===== src/hdl/mem_debug_pkg.sv =====
package mem_debug_pkg;

   localparam int addr_w     = 32;
   localparam int data_w     = 32;
   localparam int strb_w     = data_w / 8;
   localparam int len_w      = 8;
   localparam int num_w      = 32;
   localparam int max_burst  = 16;
   localparam int data_depth = 16;
   localparam int ctrl_depth = 4;
   localparam int ram_words  = 1024;
   localparam int ram_aw     = $clog2(ram_words);
   // Byte offset bits below the word index
   localparam int lsb_w      = $clog2(strb_w);

   // AXI encodings
   localparam logic [2:0] size_4b    = 3'b010;
   localparam logic [1:0] burst_incr = 2'b01;
   localparam logic [1:0] resp_okay  = 2'b00;

   typedef struct packed {
      logic [data_w-1:0] data;
      logic [strb_w-1:0] strb;
   } wr_data_t;

   // len holds beats minus one
   typedef struct packed {
      logic [len_w-1:0]  len;
      logic [addr_w-1:0] addr;
   } wr_ctrl_t;

   typedef struct packed {
      logic [addr_w-1:0] addr;
      logic [len_w-1:0]  len;
      logic [2:0]        size;
      logic [1:0]        burst;
   } axi_aw_t;

   typedef struct packed {
      logic [data_w-1:0] data;
      logic [strb_w-1:0] strb;
      logic              last;
   } axi_w_t;

   typedef struct packed {
      logic [1:0] resp;
   } axi_b_t;

   typedef struct packed {
      logic [addr_w-1:0] addr;
      logic [len_w-1:0]  len;
      logic [2:0]        size;
      logic [1:0]        burst;
   } axi_ar_t;

   typedef struct packed {
      logic [data_w-1:0] data;
      logic [1:0]        resp;
      logic              last;
   } axi_r_t;

endpackage


===== src/hdl/axi_read_master.sv =====
module axi_read_master (
   input  logic                                ui_clk,
   input  logic                                rst_n,
   input  logic                                kick,
   input  logic [mem_debug_pkg::num_w-1:0]     read_num,
   input  logic [mem_debug_pkg::addr_w-1:0]    read_addr,
   input  logic                                ar_ready,
   input  logic                                r_valid,
   input  mem_debug_pkg::axi_r_t               r,
   output logic                                busy,
   output mem_debug_pkg::axi_ar_t              ar,
   output logic                                ar_valid,
   output logic [mem_debug_pkg::data_w-1:0]    buf_dout,
   output logic                                buf_we
);

   import mem_debug_pkg::*;

   typedef enum logic [1:0] {st_idle, st_addr, st_data} state_t;

   state_t            state;
   logic              kick_d;
   logic              kick_stb;
   logic              start;
   logic              ar_fire;
   logic [num_w-1:0]  remain;
   logic [addr_w-1:0] cur_addr;
   logic [num_w-1:0]  burst_beats;

   always_ff @(posedge ui_clk) begin
      if (!rst_n) begin
         kick_d   <= 1'b0;
         kick_stb <= 1'b0;
      end else begin
         kick_d   <= kick;
         kick_stb <= kick & ~kick_d;
      end
   end

   // Kicks during a job or with a zero count are dropped
   assign start   = kick_stb & (state == st_idle) & (read_num != '0);
   assign ar_fire = ar_valid & ar_ready;
   assign busy    = (state != st_idle);

   assign burst_beats = (remain > num_w'(max_burst)) ? num_w'(max_burst) : remain;

   assign ar_valid = (state == st_addr);
   assign ar.addr  = cur_addr;
   assign ar.len   = len_w'(burst_beats - 1'b1);
   assign ar.size  = size_4b;
   assign ar.burst = burst_incr;

   always_ff @(posedge ui_clk) begin
      if (!rst_n) begin
         state <= st_idle;
      end else begin
         case (state)
            st_idle: begin
               if (start) begin
                  state <= st_addr;
               end
            end
            st_addr: begin
               if (ar_ready) begin
                  state <= st_data;
               end
            end
            default: begin
               if (r_valid && r.last) begin
                  state <= (remain == '0) ? st_idle : st_addr;
               end
            end
         endcase
      end
   end

   // Count and address advance once per accepted burst
   always_ff @(posedge ui_clk) begin
      if (start) begin
         remain   <= read_num;
         cur_addr <= read_addr;
      end else if (ar_fire) begin
         remain   <= remain - burst_beats;
         cur_addr <= cur_addr + (addr_w'(burst_beats) << lsb_w);
      end
   end

   always_ff @(posedge ui_clk) begin
      if (!rst_n) begin
         buf_we <= 1'b0;
      end else begin
         buf_we <= r_valid;
      end
   end

   always_ff @(posedge ui_clk) begin
      buf_dout <= r.data;
   end

endmodule


===== config.mk =====
export PLATFORM = sky130hd
export DESIGN_NAME = axi_read_master
export DESIGN_NICKNAME = d
export VERILOG_FILES = /design/src/hdl/mem_debug_pkg.sv /design/src/hdl/axi_read_master.sv
export SDC_FILE = /design/constraint.sdc
export NUM_CORES = 1
export LEC_CHECK = 0
export ABC_AREA = 1
export BUFFER_PORTS_ARGS = -buffer_cell sky130_fd_sc_hd__buf_4
export CAP_MARGIN = 15
export CORE_MARGIN = 4
export CORE_UTILIZATION = 40
export DETAILED_ROUTE_END_ITERATION = 8
export GPL_TIMING_DRIVEN = 1
export SETUP_SLACK_MARGIN = 0.5
export SLEW_MARGIN = 15
export SYNTH_ARGS = -nofsm -noshare
export SYNTH_HDL_FRONTEND = slang
export SYNTH_SLANG_ARGS = --single-unit

===== constraint.sdc =====
create_clock -name ui_clk -period 8.9 [get_ports ui_clk]
set_input_delay 1.78 -clock ui_clk [delete_from_list [all_inputs] [get_ports ui_clk]]
set_output_delay 1.78 -clock ui_clk [all_outputs]
set_load 0.05 [all_outputs]

==> flow_metrics.tcl <==
set metrics [dict create \
    status "completed" \
    final.setup.worst_slack_ns 4.334 \
    post-route-min-period_ns 4.566 \
    seq_area_frac_synth_pct 42.01 \
    r2r_slack_ns 5.22 \
    n_antenna_cell 0 \
    rows 45 \
    p_total_mw 1.742 \
    worstSetupPathType "reg -> out" \
    placed_area_um2 7949 \
    cts_root_buffer "clkbuf_16" \
    r2r-end "cur_addr[21]" \
    clock_skew_ns 0.008459 \
    final-hold-violation-count 0 \
    synth_area_leader_cell "edfxtp_1" \
    ir_drop_mv 0.1254 \
    synth_warnings 0 \
    hpwl_um 13790 \
    chipHeight_um 133.9 \
    synth.most_common_cell "nand2_1" \
    clk_pin_slew_ns 0.08 \
    drc 0 \
    setup_viol 0 \
    fill_cells 1551 \
    utilization_pct 53.77 \
    clk_path_buf_depth 2 \
    ant_nets 0 \
    clock_latency_ns 0.36 \
    placedCellCount 1226 \
    start_util_pct 41.23 \
    gr-usage-all-layers_pct 19.90 \
    period_share_pct 51.30 \
    final_cell_area_um2 8265 \
    viasPerCell 4.837 \
    synthTopCellsByCount "nand2_1, nor2_1, inv_1, edfxtp_1, nand3_1" \
    ys_types 44 \
    p_per_area_nw_per_um2 210.7 \
    fin_cells 1242 \
    grt_pass1_vias 5911 \
    synthFlopType "edfxtp_1" \
    dr.pass1.iters 5 \
    io_buffer_count 176 \
    die_width_um 133.9 \
    finalMaxSlewViolations 0 \
    tightest_slew_ns 0.8462 \
    setup_tns_ns 0 \
    pre_cts_ws_ns 4.436 \
    synth_edf_count 64 \
    io_pins 184 \
    rsz0062_at_grt "false" \
    drv_cap 0 \
    drt-total-wl_um 17450 \
    critPathLaunchType "flop" \
    gp_congestion 0.9283 \
    die-area_um2 17920 \
    post_cts_buffers 0 \
    slew_headroom_pct 43.58 \
    syn_area_per_cell_um2 7.654 \
    placeableCoreArea_um2 15370 \
    drt-initial-drc-count 397 \
    hold_path.startpoint "kick_d" \
    num_vias 6007 \
    netlist_area_um2 6337 \
    cp.arrival_ns 2.79 \
    min_delay_path_depth 1 \
    antenna_found_initial 0 \
    cts_tree "built" \
    max_freq_ghz 0.2190 \
    regToRegStartpoint "remain[6]" \
    whs_endpoint "kick_stb" \
    syn_to_final_growth_pct 30.42 \
    reg2reg_depth 19 \
    postCtsHoldBufs 0 \
    cp-end-kind "output pin" \
    ctsResizeCount 0 \
    hold_path_class "reg -> reg" \
    ys_top_cells_by_area "edfxtp_1, nand2_1, dfxtp_1" \
    drive_above_1_share_pct 21.92 \
    final_nets 1161 \
    power.leakage_nw 3.800 \
    gr-total-overflow 0 \
    whs_ns 0.3833 \
    path_max_fanout 10 \
    synthArstFlopShare_pct 0 \
    clock_sinks 101 \
    htree_levels 3 \
    netlist_instances 828 \
    grt_max_degree 63 \
    ys_ff_latch 101 \
    cp.required_ns 7.12 \
    numCtsBuffers 9 \
    yosysTopAreaCellShare_pct 30.33 \
    grt_pass1_wl_um 28860 \
    wl_per_cell_um 14.05 \
]
[placed cells by master, fill, tap and decap left out, types with 6 or more instances in the layout]
| cell | netlist | routed |
|---|---|---|
| xnor2_1 | 8 | 8 |
| o21bai_1 | 8 | 8 |
| a31oi_1 | 16 | 16 |
| clkbuf_16 | 0 | 9 |
| inv_1 | 81 | 81 |
| buf_4 | 5 | 179 |
| nand4_1 | 18 | 18 |
| a21oi_1 | 37 | 37 |
| nand2_1 | 222 | 220 |
| dfxtp_1 | 37 | 37 |
| nor3_1 | 13 | 13 |
| nor2_1 | 95 | 95 |
| edfxtp_1 | 64 | 64 |
| nand3_1 | 58 | 58 |
| ha_1 | 30 | 30 |
| nor4_1 | 12 | 12 |
| conb_1 | 2 | 29 |
| o21ai_0 | 42 | 42 |
| or2_2 | 9 | 9 |
| xor2_1 | 15 | 15 |
| inv_2 | 6 | 6 |
[kinds of logic (layout without fill, tap and decap cells)]
family	count (synthesis)	after routing	synth area share [%]
flops	101	101	42.01
compound gates	116	116	10.54
fa+ha+maj	31	31	6.239
simple gates	448	448	31.06
xor+xnor	23	23	3.179
buf+inv	107	283	6.851
other cells	2	29	0.1185
[flip-flops by register name (all words and copies together), names as in the netlist]
| name | cells |
|---|---|
| buf_we | 1 |
| buf_dout | 32 |
| kick_stb | 1 |
| state | 2 |
| kick_d | 1 |
| remain | 32 |
| cur_addr | 32 |
[power breakdown]
part / switching, mW / leakage [nW] / internal [mW]
combinational: 0.452 / 2.74 / 0.228
clock: 0.212 / 0.155 / 0.206
sequential: 0.0455 / 0.910 / 0.598
[routing by layer]
layer	global-route usage (%)	wire length (µm)
met1	25.01	7564
met2	34.81	8545
met3	4.351	1024
met4	4.971	310
met5	0	0
[final cells by class]
cell class / count / area [µm²] / area share [%]
flip-flops and latches: 101 / 2663 / 32.21
multi-input cells: 647 / 3347 / 40.49
well taps: 211 / 264.0 / 3.194
clock inverters: 7 / 91.34 / 1.105
inverters: 88 / 331.6 / 4.012
clock buffers: 9 / 225.2 / 2.725
repair buffers: 179 / 1344 / 16.26
[worst max path at each step]
stage                             from            to  slack [ns]
final                        remain[6]         ar[9]        4.33
after CTS                    remain[6]         ar[9]        4.30
after global routing         remain[6]         ar[9]        4.07
after floorplan           read_num[24]  cur_addr[10]        4.31
after detailed placement  read_num[24]  cur_addr[25]        4.44
after global placement    read_num[24]  cur_addr[24]        4.45
[critical path, stage by stage (launching register included)]
cell and delay, ns:
edfxtp_1 0.42, inv_2 0.10, nand2_4 0.07, nor2_4 0.24, inv_2 0.13, nor2_4 0.17
nand3_4 0.16, nor2_1 0.29, inv_1 0.11, ha_1 0.21, nand3_1 0.13, xor2_1 0.16
buf_4 0.22
No activity file was read; power rests on OpenSTA's default activity.
